`src/logic/video_consts.svh`:
```
`ifndef VIDEO_CONSTS_SVH
`define VIDEO_CONSTS_SVH

// Horizontal raster timing, in pixel clocks.
`define H_ACTIVE      256
`define H_SYNC_START  272
`define H_SYNC_WIDTH  24
`define H_TOTAL       320

// Vertical raster timing, in lines.
`define V_ACTIVE      240
`define V_SYNC_START  244
`define V_SYNC_WIDTH  3
`define V_TOTAL       262

// Tile map geometry and sprite count.
`define TILE_COLS     32
`define TILE_ROWS     30
`define NUM_SPRITES   8

// Bus byte addresses, one 32-bit word per entry.
`define TILE_BASE     16'h0000
`define SPRITE_BASE   16'h1000

// Clocks from raster position to rgb.
`define PIPE_DELAY    3

`endif

```
`src/logic/video_pkg.sv`:
```
`default_nettype none

package video_pkg;

  typedef logic [8:0] hpos_t;
  typedef logic [8:0] vpos_t;

  // Zero is transparent for sprites and black on screen.
  typedef logic [3:0] color_t;

endpackage

`default_nettype wire

```
`src/logic/gfx_pkg.sv`:
```
`default_nettype none

package gfx_pkg;

  // One tile map cell.
  typedef struct packed {
    logic [3:0] glyph;
    logic [3:0] color;
  } tile_entry_t;

  // One sprite table slot, top bit first.
  typedef struct packed {
    logic       en;
    logic [3:0] color;
    logic [7:0] y;
    logic [8:0] x;
  } sprite_attr_t;

endpackage

`default_nettype wire

```
`src/logic/tile_renderer.sv`:
```
`default_nettype none

`include "video_consts.svh"

module tile_renderer (
  input  logic                 clk,
  input  logic                 rst_n,
  input  video_pkg::hpos_t     hpos,
  input  video_pkg::vpos_t     vpos,
  output logic [9:0]           map_addr,
  input  gfx_pkg::tile_entry_t map_data,
  output video_pkg::color_t    tile_color
);

  logic [2:0] row_q;
  logic [2:0] col_q;
  logic       lit;

  // Out-of-range positions wrap; they only occur in blanking.
  assign map_addr = 10'(vpos[8:3] * `TILE_COLS + hpos[8:3]);

  always_ff @(posedge clk) begin
    row_q <= vpos[2:0];
    col_q <= hpos[2:0];
  end

  always_comb begin
    case (map_data.glyph[1:0])
      2'd0: lit = 1'b0;
      2'd1: lit = 1'b1;
      2'd2: lit = row_q[0] ^ col_q[0];
      default: lit = (row_q == 3'd0) || (row_q == 3'd7) || (col_q == 3'd0) || (col_q == 3'd7);
    endcase
  end

  always_ff @(posedge clk or negedge rst_n) begin
    if (!rst_n) begin
      tile_color <= '0;
    end else begin
      tile_color <= lit ? map_data.color : '0;
    end
  end

endmodule

`default_nettype wire

```
`config.mk`:
```
export PLATFORM = sky130hd
export DESIGN_NAME = tile_renderer
export DESIGN_NICKNAME = d
export VERILOG_FILES = /design/src/logic/video_pkg.sv /design/src/logic/gfx_pkg.sv /design/src/logic/tile_renderer.sv
export VERILOG_INCLUDE_DIRS = /design/src /design/src/logic
export SDC_FILE = /design/constraint.sdc
export NUM_CORES = 1
export LEC_CHECK = 0
export BUFFER_PORTS_ARGS = -buffer_cell sky130_fd_sc_hd__buf_2
export CAP_MARGIN = 15
export CORE_AREA = 2 2 39 41
export CTS_CLUSTER_DIAMETER = 80
export DETAILED_ROUTE_END_ITERATION = 10
export DIE_AREA = 0 0 41 43
export PLACE_DENSITY = 0.72
export SYNTH_ARGS = -nofsm -noshare
export SYNTH_HDL_FRONTEND = slang
export SYNTH_SLANG_ARGS = --single-unit
```
`constraint.sdc`:
```
create_clock -name clk -period 1 [get_ports clk]
set_clock_uncertainty 0.05 [all_clocks]
set_input_delay 0.15 -clock clk [delete_from_list [all_inputs] [get_ports clk]]
set_output_delay 0.15 -clock clk [all_outputs]
set_load 0.005 [all_outputs]
```
==> out/metrics.yaml <==
run_status:
  status: "finished, violations left"
  violations: "negative setup slack"
cts:
  cts_max_path_buffers: 2
  clock_latency_ns: 0.26
  htree_levels: 1
  cts_tree: "built"
  cts_sinks: 10
  cts-root-buf: "clkbuf_4"
  clk_pin_slew_ns: 0.06
  numCtsBuffers: 3
placed_design:
  globalplace.congestion: 0.639
  dp_worst_setup_slack_ns: -0.221
  port_buffers: 28
  dp_cells: 78
  dp_hpwl_um: 665
drt:
  dr.pass1.iters: 2
  detail_route.wl_per_cell_um: 11.6
  ant_nets: 0
  drt_wl_total_um: 1050
  drc: 0
  via_count: 406
  vias_per_cell: 4.51
  drt_iter0_drc: 3
floorplanning:
  io_pins: 42
  core_area_um2: 1380
  die_area_um2: 1760
  start_util_pct: 30.3
  die_w_um: 41
  rows: 14
  die_y_um: 43
power:
  leakagePower_nw: 0.366
  power_per_cell_area_nw_per_um2: 1280
  ir_drop_mv: 0.767
logic_synthesis:
  yosysUniqueCellTypes: 16
  synth_nets: 69
  syn_area_um2: 419
  yosys_register_bits: 10
  ys_async_sr_fraction_pct: 40.0
  synth_top_area_cell: "dfxtp_1"
  synth_most_common_cell: "dfxtp_1"
  syn_area_per_cell_um2: 10.7
  ys_seq_area_share_pct: 52.5
  synthesis.instances: 39
  synth_edf_count: 0
  synth_top_area_share_pct: 28.7
  ys.warnings.count: 0
  synthTopCellsByArea: "dfxtp_1 29%, dfrtp_1 24%, buf_4 9.0%"
  synthFlopType: "dfxtp_1"
  synth_commonest_cells: "6 x dfxtp_1, 5 x buf_4, 4 x a211oi_1, 4 x dfrtp_1, 4 x inv_1"
finish:
  drive_above_1_share_pct: 67.6
  area.growth.synth_to_final_pct: 81.8
  fillers: 128
  multi_input_area_um2: 235
  diodes: 0
  layout.cells.non_filler: 90
  regArea_um2: 225
  nNetsFinal: 105
global_route:
  grt_use_total_pct: 13.2
  grt_max_degree: 7
  overflow: 0
  grt_pass1_wl_um: 1500
  grt_pass1_vias: 428
  antenna_found_initial: 0
timing:
  drv_slew: 0
  final.period_utilization_pct: 107
  setup_violations: 6
  hold_viol: 0
  period_needed_ns: 1.07
  fin_setup_tns_ns: -0.257
  tightest_slew_ns: 0.239
  max_freq_mhz: 934
  rsz0062_at_grt: "true"
  slew_headroom_pct: 84.0
  layout_setup_ws_ns: -0.0710
critical_path:
  timing_worst_setup_path_type: "in -> out"
  worstSetupEndpointType: "output port"
  crit_path_max_fanout: 2
  cp.required_ns: 0.80
  startpoint_type: "input pin"
  critical_path_arrival_ns: 0.87
worst_hold_path:
  holdCritPathClass: "in -> reg"
run:
  cap_violations: 0
-- where the power goes --
part | switching [mW] | internal (mW)
Combinational | 0.0765 | 0.110
Sequential | 0.0145 | 0.428
Clock | 0.129 | 0.221
Total | 0.220 | 0.758
-- cell type report --
type                    count  share of cell area [%]
inverters                   4                    1.97
multi-input cells          20                    30.9
well taps                  16                    2.63
clock buffers               4                    4.76
repair buffers             36                    30.2
flip-flops and latches     10                    29.6
-- state kept, by name, summed over array words and instances (netlist names) --
name        flops
row_q           3
tile_color      4
col_q           3
-- worst paths after layout --
path,depth (start not counted),slack [ns],endpoint,start
max in group asynchronous,2,0.62,tile_color[0],rst_n
min reg2reg,3,0.64,tile_color[0],col_q[1]
min,3,0.06,tile_color[3],map_data[3]
max,6,-0.07,map_addr[9],hpos[8]
min in group asynchronous,2,0.17,tile_color[1],rst_n
max reg2reg,4,-0.05,tile_color[2],row_q[1]
-- per-layer routing --
layer,up-vias,wire length [um],track usage (%)
li1,198,-,-
met1,187,314,7.92
met2,21,641,27.2
met3,0,88,8.38
met4,0,0,2.00
met5,-,0,0
-- kinds of logic (layout without fill, tap and decap cells) --
logic type | count (synthesis) | count (layout) | share of synthesized area (%)
fa+ha+maj | 2 | 2 | 5.97
compound gates | 5 | 5 | 8.36
xor+xnor | 4 | 4 | 8.36
flops | 10 | 10 | 52.5
buf+inv | 9 | 44 | 12.5
simple gates | 9 | 9 | 12.2
-- critical path, cell delays in order --
cell and delay [ns]:
buf_6 0.10, ha_4 0.16, ha_4 0.16, nand3_4 0.06
xnor2_2 0.11, buf_2 0.13
-- repair_timing --
item,in CTS,in global routing
gates resized for setup,18,4
pin swaps,8,5
hold buffers,7,0
setup buffers,1,0
endpoints found under the setup margin,7,6
endpoints found under the hold margin,10,0
-- stage by stage --
stage / instance area, um^2 / power, mW / hold WS (ns) / util [%]
finish: 762 / 0.978 / 0.0595 / 55.1
global route: 762 / 1.04 / 0.0483 / 55.1
CTS: 737 / 0.975 / 0.0576 / 53.3
detailed placement: 542 / 0.568 / -0.0935 / 39.2
global placement: 542 / 0.563 / -0.0960 / 39.2
floorplan: 419 / 0.509 / -0.196 / -
-- placed cells by master, fill, tap and decap left out, types with 3 or more instances in the layout --
| cell | instances |
|---|---|
| clkbuf_4 | 3 |
| dlygate4sd3_1 | 7 |
| buf_2 | 26 |
| dfrtp_1 | 4 |
| dfxtp_2 | 4 |
| inv_1 | 4 |
(Power assumes the default switching activity.)
