==> src/logic/video_consts.svh <==
`ifndef VIDEO_CONSTS_SVH
`define VIDEO_CONSTS_SVH

// Horizontal raster timing, in pixel clocks.
`define H_ACTIVE      256
`define H_SYNC_START  272
`define H_SYNC_WIDTH  24
`define H_TOTAL       320

// Vertical raster timing, in lines.
`define V_ACTIVE      240
`define V_SYNC_START  244
`define V_SYNC_WIDTH  3
`define V_TOTAL       262

// Tile map geometry and sprite count.
`define TILE_COLS     32
`define TILE_ROWS     30
`define NUM_SPRITES   8

// Bus byte addresses, one 32-bit word per entry.
`define TILE_BASE     16'h0000
`define SPRITE_BASE   16'h1000

// Clocks from raster position to rgb.
`define PIPE_DELAY    3

`endif

==> src/logic/video_pkg.sv <==
`default_nettype none

package video_pkg;

  typedef logic [8:0] hpos_t;
  typedef logic [8:0] vpos_t;

  // Zero is transparent for sprites and black on screen.
  typedef logic [3:0] color_t;

endpackage

`default_nettype wire

==> src/logic/sync_timing.sv <==
`default_nettype none

`include "video_consts.svh"

module sync_timing (
  input  logic              clk,
  input  logic              rst_n,
  output video_pkg::hpos_t  hpos,
  output video_pkg::vpos_t  vpos,
  output logic              display_on,
  output logic              hsync_raw,
  output logic              vsync_raw
);

  always_ff @(posedge clk or negedge rst_n) begin
    if (!rst_n) begin
      hpos <= '0;
      vpos <= '0;
    end else if (hpos == `H_TOTAL - 1) begin
      hpos <= '0;
      vpos <= (vpos == `V_TOTAL - 1) ? '0 : vpos + 1'b1;
    end else begin
      hpos <= hpos + 1'b1;
    end
  end

  assign hsync_raw  = (hpos >= `H_SYNC_START) && (hpos < `H_SYNC_START + `H_SYNC_WIDTH);
  assign vsync_raw  = (vpos >= `V_SYNC_START) && (vpos < `V_SYNC_START + `V_SYNC_WIDTH);
  assign display_on = (hpos < `H_ACTIVE) && (vpos < `V_ACTIVE);

endmodule

`default_nettype wire

==> config.mk <==
export PLATFORM = sky130hd
export DESIGN_NAME = sync_timing
export DESIGN_NICKNAME = d
export VERILOG_FILES = /design/src/logic/video_pkg.sv /design/src/logic/sync_timing.sv
export VERILOG_INCLUDE_DIRS = /design/src /design/src/logic
export SDC_FILE = /design/constraint.sdc
export NUM_CORES = 1
export LEC_CHECK = 0
export ABC_AREA = 1
export BUFFER_PORTS_ARGS = -buffer_cell sky130_fd_sc_hd__buf_2
export CAP_MARGIN = 40
export CORE_MARGIN = 5
export CORE_UTILIZATION = 48
export DETAILED_ROUTE_END_ITERATION = 12
export PLACE_DENSITY = 0.75
export SLEW_MARGIN = 40
export SYNTH_ARGS = -nofsm -noshare
export SYNTH_HDL_FRONTEND = slang
export SYNTH_SLANG_ARGS = --single-unit
==> constraint.sdc <==
create_clock -name clk -period 1.2 [get_ports clk]
set_clock_uncertainty 0.05 [all_clocks]
set_input_delay 0.06 -clock clk [delete_from_list [all_inputs] [get_ports clk]]
set_output_delay 0.06 -clock clk [all_outputs]
set_load 0.02 [all_outputs]
==> key figures <==
Floorplan
  • Chip width: a little under 60 µm
  • Core area: between 2000 and 2500 µm²
  • Die area: 3390 µm²
  • Die Span Y: 58.2 µm
  • Starting Density: 50.5%
  • # IOs: 23
  • Site Rows: 17

Clock network
  • CTS Buf Count: 3
  • Clk Latency, worst-skew pair: approximately 0.32 ns
  • Root Buffer Master: clkbuf_4
  • TritonCTS clock tree: done
  • Clock Path Buffers: 2
  • Htree depth: 1
  • Worst-path clk slew: 0.12 ns
  • Clock sinks: 18

Routing
  • Vias/cell: between 5 and 6
  • First-pass detailed-route iteration total: 5
  • DRC viols: 0
  • Starting DRT DRC Count: ~110
  • Post-route ant nets: 0
  • Final wirelength: about 5000 µm
  • Via count: ~1400
  • Routed wire per std cell: slightly below 20 µm

Layout
  • Layout cells sized above 1: between 50 and 60%
  • Fill count: between 100 and 150
  • Number of diodes: 0
  • Multi-input gate area in the final layout: around 730 µm²
  • Final core occ: 85.9%
  • Fin area: roughly 1900 µm²
  • Seq. cell area: between 400 and 500 µm²
  • Nets: 225
  • Area growth from synthesis to layout: 70.0%

STA
  • Worst-Margin Slew: 0.412 ns
  • Tmin final: around 1.6 ns
  • Setup slack after layout: -0.401 ns
  • Unrepaired setup endpoints after global routing: true
  • Fmax: ~620 MHz
  • Final hold viol count: 0
  • Final setup viols: 25
  • Final Cycle Share: 133%
  • Worst slew margin: between 70% and 80%
  • Fin Setup TNS: -3.48 ns
  • Final slew viol count: 0

Worst setup path
  • Crit path required time: ~1.1 ns
  • CP Class: reg -> out
  • CP Max Fanout: 2
  • Slowest CP cell: dfrtp_1
  • Crit path DAT: between 1 and 1.5 ns
  • Crit. End Element: output port
  • Worst-path cell chain: nor2_2, nand3_2, nor3_2, buf_4
  • R2R setup slack: -0.28 ns
  • CP startpoint: vpos[3]$_DFFE_PN0N_
  • FF-to-FF Start: vpos[0]$_DFFE_PN0N_
  • R2R depth: 9
  • Worst path max stage delay: around 0.47 ns
  • Reg2reg end: vpos[8]$_DFFE_PN0N_
  • Worst setup SP type: flop

Global route
  • First-pass GRT wire length: 5920 µm
  • Vias in the first global route: ~1300
  • Initial antenna violation count: 0
  • Largest net degree at the start of global routing: 19
  • Gr ovfl total: 0
  • Gr usage total: 23.1%

Power
  • Worst IR drop on VDD: a little under 0.0006 V
  • Final Total Pwr: between 1 and 1.5 mW
  • Leakage: about 0.95 nW
  • Cell Pwr Density: between 500 and 600 nW/µm²

Yosys
  • Synth area leaders: dfrtp_1, nand2_1, inv_1, ha_1, nor2_1
  • Synth unique cells: 24
  • Top FF cell, synth: dfrtp_1
  • Top cell type's share of synthesized area: about two fifths
  • Post-synth EDFFs: 0
  • Post-synthesis cell area: about 1100 µm²
  • Yosys reg bits: 18
  • Post-synth ARST share: between 90% and 100%
  • Count leader, synth: nand2_1
  • Commonest cells in the netlist: nand2_1, inv_1, dfrtp_1
  • Mean post-synth cell area: between 7 and 8 µm²
  • Dominant cell type by area after synthesis: dfrtp_1
  • Sequential element share of the synthesized area: roughly two fifths
  • Warnings from Yosys: 0
  • Post-Syn Instances: roughly 150
  • Syn Nets: 158

Hold path
  • Hold Path Class: in -> async

Place
  • Detailed placer's ending HPWL: 1990 µm
  • Placer Congestion: a little under 0.8
  • Placed Area: 1440 µm²
  • PortBufs: 22

Outcome
  • Failing checks: setup timing
  • Status: finished, violations left

Job
  • Maxcap violations: 0
## critical path: cells and delay by family (launching register included)
family | cells | cell delay [ns]
buffers and inverters | 1 | 0.18
DFF | 1 | 0.47
and+or+nand+nor | 3 | 0.52
## final cells by class
type / count / area share (%)
Clock buffer: 4 / 1.91
Tap cell: 28 / 1.84
Sequential cell: 18 / 24.4
Timing Repair Buffer: 63 / 28.9
Inverter: 22 / 4.55
Multi-Input combinational cell: 110 / 38.3
## metal layers
layer | GRT usage (%) | routed length (µm) | vias up
met5 | 0 | 0 | -
met4 | 12.6 | 372 | 0
met3 | 3.79 | 462 | 43
met2 | 39.5 | 2340 | 139
met1 | 27.3 | 1690 | 645
li1 | - | - | 589
## worst max-delay path by stage
stage                                      to  slack (ns)  cells after the start
after floorplan           vpos[4]$_DFFE_PN0N_       -0.08                      7
after global placement    vpos[8]$_DFFE_PN0N_       -0.04                      9
after detailed placement    hpos[7]$_DFF_PN0_       -0.08                      6
after CTS                           hsync_raw       -0.21                      6
after global routing                vsync_raw       -0.44                      4
final                               vsync_raw       -0.40                      4
## through the flow
stage	std cells	setup WS, ns	hold WS (ns)
floorplan	151	-0.0809	-0.286
global placement	220	-0.0405	-0.0378
detailed placement	220	-0.0764	-0.0375
CTS	240	-0.207	0.168
global route	245	-0.435	0.206
finish	245	-0.401	0.168
## sequential cells by signal (all words and copies together), names as in the netlist
register,count
hpos,9
vpos,9
## cell usage in the layout, fill, tap and decap left out, drive strengths merged, types with 2 or more instances in the layout
cell type  instances
nand4              2
clkbuf             4
dfrtp             18
nor2              22
nor3               2
buf               62
nand3              7
o21ai              5
nand2             58
inv               21
ha                 5
xor2               5
## report_power, final
| group | leakage [nW] | internal, mW | total [mW] | switching [mW] |
|---|---|---|---|---|
| sequential | 0.221 | 0.606 | 0.606 | 0 |
| combinational | 0.708 | 0.00333 | 0.0156 | 0.0123 |
| clock | 0.0210 | 0.186 | 0.405 | 0.219 |
## kinds of logic (layout without fill, tap and decap cells)
group           after synthesis  in the layout  share of synthesized area, %
simple gates                 92             92                          37.7
buf+inv                      23             89                          8.40
flops                        18             18                          40.3
compound gates                7              7                          3.25
xor+xnor                      6              6                          4.70
fa+ha+maj                     5              5                          5.60
## repair_timing
item                                   in CTS  in global routing
pin swaps                                  11                 10
gates cloned                                0                  0
buffers inserted                           15                  6
setup endpoints to repair                  17                 29
gates resized for setup                    58                 17
endpoints found under the hold margin      18                  0
hold buffers                                1                  0
No activity file was read; power rests on OpenSTA's default activity.
