[src/logic/video_consts.svh]
`ifndef VIDEO_CONSTS_SVH
`define VIDEO_CONSTS_SVH

// Horizontal raster timing, in pixel clocks.
`define H_ACTIVE      256
`define H_SYNC_START  272
`define H_SYNC_WIDTH  24
`define H_TOTAL       320

// Vertical raster timing, in lines.
`define V_ACTIVE      240
`define V_SYNC_START  244
`define V_SYNC_WIDTH  3
`define V_TOTAL       262

// Tile map geometry and sprite count.
`define TILE_COLS     32
`define TILE_ROWS     30
`define NUM_SPRITES   8

// Bus byte addresses, one 32-bit word per entry.
`define TILE_BASE     16'h0000
`define SPRITE_BASE   16'h1000

// Clocks from raster position to rgb.
`define PIPE_DELAY    3

`endif

[src/logic/video_pkg.sv]
`default_nettype none

package video_pkg;

  typedef logic [8:0] hpos_t;
  typedef logic [8:0] vpos_t;

  // Zero is transparent for sprites and black on screen.
  typedef logic [3:0] color_t;

endpackage

`default_nettype wire

[src/logic/gfx_pkg.sv]
`default_nettype none

package gfx_pkg;

  // One tile map cell.
  typedef struct packed {
    logic [3:0] glyph;
    logic [3:0] color;
  } tile_entry_t;

  // One sprite table slot, top bit first.
  typedef struct packed {
    logic       en;
    logic [3:0] color;
    logic [7:0] y;
    logic [8:0] x;
  } sprite_attr_t;

endpackage

`default_nettype wire

[src/logic/sprite_renderer.sv]
`default_nettype none

`include "video_consts.svh"

module sprite_renderer (
  input  logic                              clk,
  input  logic                              rst_n,
  input  video_pkg::hpos_t                  hpos,
  input  video_pkg::vpos_t                  vpos,
  output logic [$clog2(`NUM_SPRITES)-1:0]   table_addr,
  input  gfx_pkg::sprite_attr_t             table_data,
  output video_pkg::color_t                 sprite_color
);

  localparam int IDX_W = $clog2(`NUM_SPRITES);

  gfx_pkg::sprite_attr_t staging [`NUM_SPRITES];
  gfx_pkg::sprite_attr_t live    [`NUM_SPRITES];
  logic                  load_q;
  logic [IDX_W-1:0]      idx_q;
  video_pkg::hpos_t      h_q;
  video_pkg::vpos_t      v_q;
  video_pkg::color_t     pix_color;

  // Slot i is addressed at hpos H_ACTIVE+i and lands one cycle later.
  assign table_addr = IDX_W'(hpos - 9'(`H_ACTIVE));

  always_ff @(posedge clk or negedge rst_n) begin
    if (!rst_n) begin
      load_q <= 1'b0;
      idx_q  <= '0;
      staging <= '{default: '0};
      live    <= '{default: '0};
    end else begin
      load_q <= (hpos >= `H_ACTIVE) && (hpos < `H_ACTIVE + `NUM_SPRITES);
      idx_q  <= table_addr;
      if (load_q) begin
        staging[idx_q] <= table_data;
      end
      if (hpos == '0) begin
        live <= staging;
      end
    end
  end

  always_ff @(posedge clk) begin
    h_q <= hpos;
    v_q <= vpos;
  end

  // Walk from the top index down so the lowest covering sprite wins.
  always_comb begin : find_sprite
    logic [9:0] dx;
    logic [9:0] dy;
    pix_color = '0;
    for (int i = `NUM_SPRITES - 1; i >= 0; i--) begin
      dx = {1'b0, h_q} - {1'b0, live[i].x};
      dy = {1'b0, v_q} - {2'b0, live[i].y};
      if (live[i].en && (dx < 10'd8) && (dy < 10'd8)) begin
        pix_color = live[i].color;
      end
    end
  end

  always_ff @(posedge clk or negedge rst_n) begin
    if (!rst_n) begin
      sprite_color <= '0;
    end else begin
      sprite_color <= pix_color;
    end
  end

endmodule

`default_nettype wire

[config.mk]
export PLATFORM = sky130hd
export DESIGN_NAME = sprite_renderer
export DESIGN_NICKNAME = d
export VERILOG_FILES = /design/src/logic/video_pkg.sv /design/src/logic/gfx_pkg.sv /design/src/logic/sprite_renderer.sv
export VERILOG_INCLUDE_DIRS = /design/src /design/src/logic
export SDC_FILE = /design/constraint.sdc
export NUM_CORES = 1
export LEC_CHECK = 0
export ABC_AREA = 1
export BUFFER_PORTS_ARGS = -buffer_cell sky130_fd_sc_hd__buf_2
export CAP_MARGIN = 15
export CORE_ASPECT_RATIO = 2
export CORE_UTILIZATION = 50
export DETAILED_ROUTE_END_ITERATION = 10
export PLACE_DENSITY_LB_ADDON = 0.12
export SETUP_SLACK_MARGIN = 0.3
export SYNTH_ARGS = -nofsm -noshare
export SYNTH_HDL_FRONTEND = slang
export SYNTH_SLANG_ARGS = --single-unit
[constraint.sdc]
create_clock -name clk -period 2.78 [get_ports clk]
set_input_delay 0.556 -clock clk [delete_from_list [all_inputs] [get_ports clk]]
set_output_delay 0.556 -clock clk [all_outputs]
set_load 0.03 [all_outputs]
==> key figures <==
Yosys
  – Portion of synthesized cell area occupied by the leading cell type: a little under half
  – Most common cell in the synthesized netlist: nand2_1
  – Number of synthesized flops with an enable pin: 0
  – Syn_nets: 2,408
  – Post-synthesis instance area: 19,000 um^2
  – Yosys synthesis warning count: 0
  – Number of flip-flops and latches in the synthesized netlist: 378
  – Avg Synthesized Cell Area: 8.45 um^2
  – Number of distinct standard cells referenced by the synthesized netlist: 46
  – Count of mapped cells out of synthesis: roughly 2,200
  – Most instantiated cells after synthesis: nand2_1, dfrtp_1, o21ai_0
  – Dominant cell type by area after synthesis: dfrtp_1
  – Most common flop cell mapped by yosys: dfrtp_1
  – Top post-synthesis cells by area: dfrtp_1, nand2_1, o21ai_0
  – Share of synthesized area occupied by flip-flops and latches: 49.4%
  – Ys async rst share: 95.2%

Die
  – Starting density of the core: 50.9%
  – Core Box Area: 37,300 um^2
  – Number of rows created at floorplan: 100
  – Horiz. Die Dim: ~140 um
  – Die extent in y: 277 um
  – I/O pin cnt: 49
  – Area enclosed by the die boundary: between 30,000 and 40,000 um^2

GRT
  – Number of global-route vias before repair: 15,400
  – Initial antenna violation count: 1
  – Global-route total usage across every layer: 29.1%
  – Wire length of the first global-routing pass: 85.5 mm
  – Sum of overflow across all layers after global routing: 0
  – Pin count of the biggest net entering global routing: 106

Timing
  – Headroom to the max-slew limit: 32.6%
  – Period Utilization, post-route: 106%
  – Final Hold Fails: 0
  – Timing-limited maximum frequency: 338 MHz
  – Transition time at the pin with the least slew margin: 1.01 ns
  – Final Max Tran Viols: 0
  – Final min period: between 2 and 3 ns
  – Setup violation total in the final timing report: 4
  – Setup WS post-layout: -0.179 ns
  – Setup repair after global routing missed its margin: true
  – Worst Clk Skew: 0.0131 ns

Clock network
  – Number of H-tree branching levels: 2
  – Clock buffer depth: 3
  – Root buffer selected by CTS: clkbuf_16
  – CTS Buf Count: 37
  – Clock tree from TritonCTS: done
  – Clock-pin slew on the worst setup and hold paths: 0.07 ns
  – Insertion delay to the later sink of the worst-skew pair: roughly 0.54 ns
  – Count of clock tree sinks: 378

Setup path
  – Startpoint Class: flip-flop
  – Number of buffers and inverters on the critical path: 2
  – Cell Chain, Critical Path: buf_6 > ha_4 > a21o_4 > a21oi_4 > nor2_2 > nor2_2 > xor2_2 > nand4_1 > a21oi_1 > nand4_1 > nor2_2 > buf_6 > nor2_1 > nand2_1 > nand2_1
  – Maximum fanout along the worst path: 8
  – Worst Path Required: 3.22 ns
  – Crit. End Element: flip-flop
  – Most prevalent standard cell on the critical path: nor2_2
  – Category of the most critical setup path: reg -> reg
  – Arrival time of the worst setup path: 3.40 ns
  – Critical path's largest stage delay: 0.37 ns
  – Critical-path cell with the highest stage delay: nand4_1
  – Dominant delay contributor by cell family on the critical path: simple AND/OR/NAND/NOR gates

Outcome
  – Failing checks: setup timing
  – Status: finished, violations left

Placement
  – Total instance count after detailed placement: 2,787
  – IO buf count: 48
  – Final weighted congestion in routability-driven placement: 0.969
  – Detail Placement HPWL: 40.5 mm

Route
  – Initial drt markers: 873
  – Post-DRT Antenna Nets: 0
  – Top Layer Used: met4
  – Amount of wire on met3 after detailed routing: 1.74 mm
  – Count of unresolved DRC violations after routing: 0
  – M1 WL: 21.4 mm
  – Total length of routed wires: 54.8 mm
  – DR vias: 15,400
  – Post-DR wirelength/cell: 19.2 um
  – Iteration count of the initial detailed-routing pass: 5
  – Via density: 5.37
  – Met2 Wirelength: 27.6 mm

Layout
  – Area Growth Syn to Fin: 16.6%
  – Count of nets after finishing: 2,533
  – Ratio of cells with drive above 1 in the final layout: 14.0%
  – Number of cells in the finished layout apart from fillers: 2,859

Power
  – Power after layout: 14,100 uW
  – Pwr per Cell Area: 637 nW/um^2
  – IR drop worst, VDD: 0.000489 V
  – Leakage power of the design: approximately 0.012 uW

Hold path
  – Worst hold path class: in -> reg

Flow run
  – Max-cap check violation count: 0
[final timing paths]
check                                   startpoint                   endpoint  slack [ns]  cells after the start
setup / recovery                    v_q[1]$_DFF_P_  sprite_color[0]$_DFF_PN0_       -0.18                     15
hold / removal                             vpos[5]             v_q[5]$_DFF_P_        0.12                      1
setup reg to reg                    v_q[1]$_DFF_P_  sprite_color[0]$_DFF_PN0_       -0.18                     15
min in group asynchronous                    rst_n    staging[81]$_DFFE_PN0P_        0.49                      2
max in group asynchronous                    rst_n    staging[17]$_DFFE_PN0P_        1.49                      3
hold reg to reg            staging[11]$_DFFE_PN0P_       live[11]$_DFFE_PN0N_        0.48                      2
[sequential cells by signal, summed over array words and instances (netlist names)]
name and count:
sprite_color 4, staging 176, idx_q 3, v_q 9
h_q 9, live 176, load_q 1
[layout by cell type, fill, tap and decap left out, drive strengths merged, types with 19 or more instances in the layout]
master,n
nand4,37
mux2,41
xor2,26
clkbuf,54
nand2,606
xnor2,19
inv,294
a21oi,81
nor2,122
nand3,76
dfrtp,360
o21ai,315
buf,155
ha,120
[metal layers]
layer  vias to the layer above  track usage, %
met5                         -               0
met4                         0            20.5
met3                       143            2.68
met2                       364            50.9
met1                      7367            33.4
li1                       7477               -
[power by group]
group	total [uW]	switching [uW]	internal (uW)
clock network	5450	2230	3220
logic	2520	1550	970
registers	6120	207	5920
[per-stage QoR]
stage	area, um^2	setup TNS [ns]	setup WS, ns	util, %	hold WS (ns)
5_1_grt	22100	-0.619	-0.169	59.3	0.104
3_5_place_dp	20400	-2.02	-0.506	54.8	0.464
3_3_place_gp	20400	-2.00	-0.512	54.8	0.460
6_report	22100	-0.701	-0.179	59.3	0.120
4_1_cts	21800	-0.870	-0.219	58.5	0.103
2_1_floorplan	19000	0	0.455	-	0.260
[cells by family (layout without fill, tap and decap cells)]
group           after synthesis  count (layout)  share of synthesized area [%]
fa+ha+maj                   120             120                           7.91
mux                          41              41                           2.43
compound gates              434             434                           12.1
other cells                   0               1                              0
buf+inv                     364             517                           7.35
flops                       378             378                           49.4
simple gates                864             864                           18.7
xor+xnor                     45              45                           2.08
[final cells by class]
cell class	count	area, um^2
Clock inverter	13	224
Inverter	294	1100
Fill cell	3384	15200
Timing Repair Buffer	156	1210
Multi-Input combinational cell	1504	8530
Antenna cell	1	2.50
Tap cell	459	574
Sequential cell	378	9380
Clock buffer	54	1090
[timing repair]
action,4_1_cts,5_1_grt
setup endpoints to repair,4,4
pin swaps,10,30
cloned,0,0
hold endpoints to repair,29,0
hold buffers,1,0
gates resized for setup,11,58
setup buffers,3,0
No activity file was read; power rests on OpenSTA's default activity.
