File: src/logic/video_consts.svh
`ifndef VIDEO_CONSTS_SVH
`define VIDEO_CONSTS_SVH

// Horizontal raster timing, in pixel clocks.
`define H_ACTIVE      256
`define H_SYNC_START  272
`define H_SYNC_WIDTH  24
`define H_TOTAL       320

// Vertical raster timing, in lines.
`define V_ACTIVE      240
`define V_SYNC_START  244
`define V_SYNC_WIDTH  3
`define V_TOTAL       262

// Tile map geometry and sprite count.
`define TILE_COLS     32
`define TILE_ROWS     30
`define NUM_SPRITES   8

// Bus byte addresses, one 32-bit word per entry.
`define TILE_BASE     16'h0000
`define SPRITE_BASE   16'h1000

// Clocks from raster position to rgb.
`define PIPE_DELAY    3

`endif

File: src/logic/video_pkg.sv
`default_nettype none

package video_pkg;

  typedef logic [8:0] hpos_t;
  typedef logic [8:0] vpos_t;

  // Zero is transparent for sprites and black on screen.
  typedef logic [3:0] color_t;

endpackage

`default_nettype wire

File: src/logic/pixel_mixer.sv
`default_nettype none

`include "video_consts.svh"

module pixel_mixer (
  input  logic              clk,
  input  logic              rst_n,
  input  logic              display_on,
  input  logic              hsync_raw,
  input  logic              vsync_raw,
  input  video_pkg::color_t tile_color,
  input  video_pkg::color_t sprite_color,
  output logic              hsync,
  output logic              vsync,
  output video_pkg::color_t rgb
);

  logic [1:0]             de_d;
  logic [`PIPE_DELAY-1:0] hs_d;
  logic [`PIPE_DELAY-1:0] vs_d;

  always_ff @(posedge clk or negedge rst_n) begin
    if (!rst_n) begin
      de_d <= '0;
      hs_d <= '0;
      vs_d <= '0;
      rgb  <= '0;
    end else begin
      de_d <= {de_d[0], display_on};
      hs_d <= {hs_d[`PIPE_DELAY-2:0], hsync_raw};
      vs_d <= {vs_d[`PIPE_DELAY-2:0], vsync_raw};
      if (!de_d[1]) begin
        rgb <= '0;
      end else begin
        rgb <= (sprite_color != '0) ? sprite_color : tile_color;
      end
    end
  end

  assign hsync = hs_d[`PIPE_DELAY-1];
  assign vsync = vs_d[`PIPE_DELAY-1];

endmodule

`default_nettype wire

File: config.mk
export PLATFORM = sky130hd
export DESIGN_NAME = pixel_mixer
export DESIGN_NICKNAME = d
export VERILOG_FILES = /design/src/logic/video_pkg.sv /design/src/logic/pixel_mixer.sv
export VERILOG_INCLUDE_DIRS = /design/src /design/src/logic
export SDC_FILE = /design/constraint.sdc
export NUM_CORES = 1
export LEC_CHECK = 0
export ABC_AREA = 1
export BUFFER_PORTS_ARGS = -buffer_cell sky130_fd_sc_hd__buf_2
export CORE_AREA = 2 2 39 41
export DETAILED_ROUTE_END_ITERATION = 8
export DIE_AREA = 0 0 41 43
export GPL_TIMING_DRIVEN = 0
export PLACE_DENSITY = 0.57
export SKIP_LAST_GASP = 1
export SLEW_MARGIN = 20
export SYNTH_ARGS = -nofsm -noshare
export SYNTH_HDL_FRONTEND = slang
export SYNTH_SLANG_ARGS = --single-unit
export TNS_END_PERCENT = 30
File: constraint.sdc
create_clock -name clk -period 0.8 [get_ports clk]
set_input_delay 0 -clock clk [delete_from_list [all_inputs] [get_ports clk]]
set_output_delay 0 -clock clk [all_outputs]
set_load 0.01 [all_outputs]
==> results.yml, run 1 <==
worst_setup_path:
  cp.arrival_ns: 0.75
  cpPeakStageDelay_ns: 0.36
  critPathTopFamily: "flip-flops"
  path_class: "flop to primary output"
  reg2reg_slack_ns: 0.16
  critPathCaptureType: "primary output"
  cp_max_fo: 1
  critPathLaunchType: "flop"
  crit_buf_inv: 1
  critPathSlowestCell: "dfrtp_1"
  crit_path_start: "hs_d[2]$_DFF_PN0_"
  crit_chain: "buf_2"
  worstReg2RegStart: "de_d[1]$_DFF_PN0_"
  crit_required_ns: 0.80
finish:
  nets: 71
  antenna_cells: 0
  area_growth_pct: 57.2
  drive_gt1_share_pct: 41.1
sta:
  holdWs_ns: 0.0143
  worstMarginPinSlew_ns: 0.253
  drv_slew: 0
  hold_viol_final: 0
  slew_headroom_pct: 83.2
  timing.final.ws_setup_ns: 0.0531
  fmax_mhz: 1340
  clock_skew_ns: 0.00270
  setup_violations: 0
  fin_tns_setup_ns: 0
  fin_crit_sh_pct: 93.4
  min_period_ns: 0.747
  rsz0062_at_grt: "false"
synthesis:
  synth.avg_cell_area_um2: 13.8
  synth_edf_count: 0
  yosys.cell_count.top_type: "dfrtp_1"
  synth_common_cells: "dfrtp_1 (12), inv_1 (5), a21oi_1 (4), nand3_1 (4), nor2_2 (2)"
  yosysTopAreaCell: "dfrtp_1"
  synth_ff_type: "dfrtp_1"
  synth_top_area_share_pct: 80.8
  synth-seq-area-share_pct: 80.8
  synth.net_count: 40
  synthArstFlopShare_pct: 100
  synth_area_um2: 372
  synth.distinct_cells: 5
  ys_seq_elements: 12
  yosysWarnings: 0
  synthCells: 27
  synth_area_leaders: "dfrtp_1 (81%), a21oi_1 (5.4%), nand3_1 (5.4%)"
min_path:
  worstHoldStart: "sprite_color[0]"
  hold_path_class: "input pin to flop"
drt:
  ant_nets: 0
  drtIter0Drc: 4
  routed_wirelength_um: 699
  wire_per_inst_um: 9.71
  viasPerCell: 4.04
  dr.pass1.iters: 4
  vias: 291
  drc: 0
clocking:
  cts_resized: 0
  root_buffer: "clkbuf_4"
  clk_latency_ns: 0.26
  cts_buffer_depth: 2
  cts_setup_buffers: 0
  cts_buffers: 3
  numClockSinks: 12
  path_clk_slew_ns: 0.06
  cts_tree: "yes"
  cts-htree-levels: 1
placement:
  numPortBuffers: 18
  post-place-ws_ns: 0.177
  gp_congestion: 0.570
power_and_ir_drop:
  peakVddDrop_mv: 1.31
  leakage_nw: 0.304
  p_per_area_mw_per_mm2: 1880
die:
  num_io_pins: 19
  die_y_um: 43
  dieArea_mm2: 0.00176
  start_util_pct: 26.9
  rows: 14
  fp.dieW_um: 41
  core_mm2: 0.00138
global_route:
  antenna_found_initial: 0
  grt_pass1_wl_um: 966
  gr-total-overflow: 0
  use_met3_pct: 7.85
  top_usage_layer: "met2"
  grt.met1_usage_pct: 8.90
  gr-usage-met2_pct: 13.1
  track_usage_pct: 8.80
  grt_max_degree: 13
  grt_pass1_vias: 263
job:
  max-cap-violations: 0
outcome:
  status: "complete, no violations"
-- worst register-to-register path, delay by kind of cell, from the launching register on --
| family | cells | cell delay, ns |
|---|---|---|
| flops | 1 | 0.36 |
| compound gates | 1 | 0.06 |
| buf+inv | 1 | 0.11 |
-- power by group --
group | internal (mW) | switching, mW
Clock | 0.173 | 0.158
Combinational | 0.0655 | 0.0567
Sequential | 0.638 | 0.00651
Total | 0.876 | 0.221
-- layout make-up --
cell class                      instances  area, um^2
Timing Repair Buffer                   26         170
Sequential cell                        12         300
Clock buffer                            3        22.5
Tap cell                               16        20.0
Inverter                                5        18.8
Multi-Input combinational cell         10        52.6
Fill cell                             135         800
-- final timing paths --
kind / to / cells past startpoint
max: hsync / 1
min: rgb[0]$_DFF_PN0_ / 3
max reg2reg: rgb[0]$_DFF_PN0_ / 2
min reg2reg: de_d[1]$_DFF_PN0_ / 0
max in group asynchronous: rgb[0]$_DFF_PN0_ / 2
min in group asynchronous: hs_d[1]$_DFF_PN0_ / 2
-- metal layers --
layer / part of all wire (%) / vias to the layer above / wire length, um
li1: - / 143 / -
met3: 13 / 0 / 90
met4: 0 / 0 / 0
met2: 46 / 19 / 323
met1: 41 / 129 / 285
met5: 0 / - / 0
-- cells in the final DEF (no fill, tap or decap) --
master	Yosys	layout
buf_2	0	18
nor2_2	2	2
inv_1	5	5
dfrtp_1	12	12
a21oi_1	4	4
clkbuf_4	0	3
dlygate4sd3_1	0	8
nand3_1	4	4
-- cell families after synthesis --
logic type | after synthesis | synth area share [%]
DFF | 12 | 80.8
and+or+nand+nor | 6 | 8.75
buffers and inverters | 5 | 5.05
AOI/OAI and AO/OA | 4 | 5.39
-- through the flow --
stage	area, um^2	utilization, %	power, mW	cells
6_report	584	42.2	1.10	72
5_1_grt	584	42.2	1.15	72
4_1_cts	584	42.2	1.12	72
3_5_place_dp	482	34.8	0.747	61
3_3_place_gp	482	34.8	0.747	61
2_1_floorplan	372	-	0.685	27
-- flip-flops by register name, summed over array words and instances, names as in the netlist --
| register | flops |
|---|---|
| vs_d | 3 |
| rgb | 4 |
| hs_d | 3 |
| de_d | 2 |
-- what timing repair did --
item                                    CTS  global route
endpoints found under the setup margin    0             0
endpoints found under the hold margin    18             0
hold buffers                              8             0
(Power assumes the default switching activity.)
==> inputs of run 2 (changes only) <==
--- a/config.mk
+++ b/config.mk
@@ -12,7 +12,7 @@
 export DETAILED_ROUTE_END_ITERATION = 8
 export DIE_AREA = 0 0 41 43
 export GPL_TIMING_DRIVEN = 0
-export PLACE_DENSITY = 0.57
+export PLACE_DENSITY = 0.53
 export SKIP_LAST_GASP = 1
 export SLEW_MARGIN = 20
 export SYNTH_ARGS = -nofsm -noshare
==> results.yml, run 2 (synthesis gave the netlist of run 1 again) <==
worst_setup_path:
  critPathTopFamily: "flip-flops"
  crit_required_ns: 0.80
  reg2reg_depth: 2
  reg2reg_slack_ns: 0.17
  critPathCaptureType: "primary output"
  crit_chain: "buf_2"
  cp.arrival_ns: 0.76
  cpPeakStageDelay_ns: 0.36
  path_class: "flop to primary output"
  cp_max_fo: 1
  worstReg2RegStart: "de_d[1]$_DFF_PN0_"
  crit_buf_inv: 1
  critPathSlowestCell: "dfrtp_1"
  critPathLaunchType: "flop"
  r2r_end: "rgb[1]$_DFF_PN0_"
placement:
  numPortBuffers: 18
  numPlacedInstances: 61
  gp_congestion: 0.617
  hpwl_um: 442
  placed_area_um2: 482
finish:
  fillers: 127
  register_area_um2: 300
  fin_area_um2: 644
  stdcell_count: 77
  largest_reg_flops: 4
  regMostFlops: "rgb"
  multi_input_area_um2: 52.6
  nets: 75
  antenna_cells: 0
  utilization_pct: 46.6
  mostFrequentLayoutCells: "buf_2 (17), dfrtp_1 (12), dlygate4sd3_1 (12), inv_1 (5)"
  final_common_cell: "buf_2"
  top_regs: "rgb: 4 flops, hs_d: 3 flops, vs_d: 3 flops"
  drive_gt1_share_pct: 39.3
  area_growth_pct: 73.4
sta:
  clock_skew_ns: 0.00310
  drv_slew: 0
  setup_violations: 0
  slew_headroom_pct: 83.1
  hold_viol_final: 0
  fmax_mhz: 1320
  holdWs_ns: 0.0254
  fin_crit_sh_pct: 95.0
  min_period_ns: 0.760
  worstMarginPinSlew_ns: 0.253
  rsz0062_at_grt: "true"
drt:
  ant_nets: 0
  drtIter0Drc: 4
  wire_per_inst_um: 9.97
  dr.pass1.iters: 4
  routed_wirelength_um: 768
  viasPerCell: 4.01
  drc: 0
  vias: 309
power_and_ir_drop:
  p_per_area_mw_per_mm2: 1930
  leakage_nw: 0.329
  peakVddDrop_mv: 1.18
  p_total_mw: 1.25
clocking:
  clk_latency_ns: 0.26
  numClockSinks: 12
  cts_setup_buffers: 0
  cts_tree: "yes"
  cts_buffers: 3
  cts-htree-levels: 1
  path_clk_slew_ns: 0.07
  root_buffer: "clkbuf_4"
  cts_buffer_depth: 2
min_path:
  hold_depth: 4
  hold_path_class: "input pin to flop"
  hold_end: "rgb[0]$_DFF_PN0_"
  worstHoldStart: "sprite_color[0]"
global_route:
  grt_pass1_wl_um: 1250
  track_usage_pct: 11.7
  grt_max_degree: 13
  grt_pass1_vias: 308
  antenna_found_initial: 0
  gr-total-overflow: 0
outcome:
  status: "complete, no violations"
die:
  rows: 14
  num_io_pins: 19
  dieArea_mm2: 0.00176
  die_y_um: 43
  core_mm2: 0.00138
  fp.dieW_um: 41
  start_util_pct: 26.9
job:
  max-cap-violations: 0
-- run 2: cell count changes in the layout (fill, tap and decap cells not counted) --
cell and change:
buf_6 +1, dlygate4sd3_1 +4, clkbuf_8 +1, buf_2 -1
-- run 2: area by class of cell --
cell class | count | area share [%]
sequential | 12 | 46.6
clock buffer | 4 | 5.63
inverter | 5 | 2.91
tap | 16 | 3.11
multi-input combinational | 10 | 8.16
timing repair buffer | 30 | 33.6
-- run 2: metrics by stage --
stage                     worst slack [ns]  setup TNS (ns)
after detailed placement             0.177               0
after CTS                           0.0253               0
after global routing             -0.000895       -0.000895
after floorplan                      0.219               0
after global placement               0.176               0
final                               0.0402               0
-- run 2: worst max path at each step --
| stage | from | end | slack, ns | depth (start not counted) |
|---|---|---|---|---|
| CTS | vs_d[2]$_DFF_PN0_ | vsync | 0.03 | 1 |
| global placement | de_d[1]$_DFF_PN0_ | rgb[3]$_DFF_PN0_ | 0.18 | 2 |
| global route | rgb[3]$_DFF_PN0_ | rgb[3] | -0.0009 | 1 |
| detailed placement | de_d[1]$_DFF_PN0_ | rgb[1]$_DFF_PN0_ | 0.18 | 2 |
| floorplan | de_d[1]$_DFF_PN0_ | rgb[0]$_DFF_PN0_ | 0.22 | 2 |
| finish | vs_d[2]$_DFF_PN0_ | vsync | 0.04 | 1 |
-- run 2: power breakdown --
| part | internal (mW) | switching (mW) | leakage (nW) | total [mW] |
|---|---|---|---|---|
| Clock | 0.276 | 0.187 | 0.0210 | 0.463 |
| Combinational | 0.0812 | 0.0584 | 0.164 | 0.140 |
| Sequential | 0.637 | 0.00700 | 0.145 | 0.644 |
| Total | 0.995 | 0.252 | 0.329 | 1.25 |
-- run 2: repair_timing --
item,CTS,global route
endpoints found under the hold margin,19,0
setup endpoints to repair,0,2
resized for setup,0,1
hold buffers,12,0
-- run 2: routing by layer --
layer  vias up  share of wire [%]  track usage (%)
met4         0                1.3             6.00
li1        153                  -                -
met2        21                 52             17.5
met1       133                 38             11.6
met3         2                8.5             7.85
met5         -                  0                0
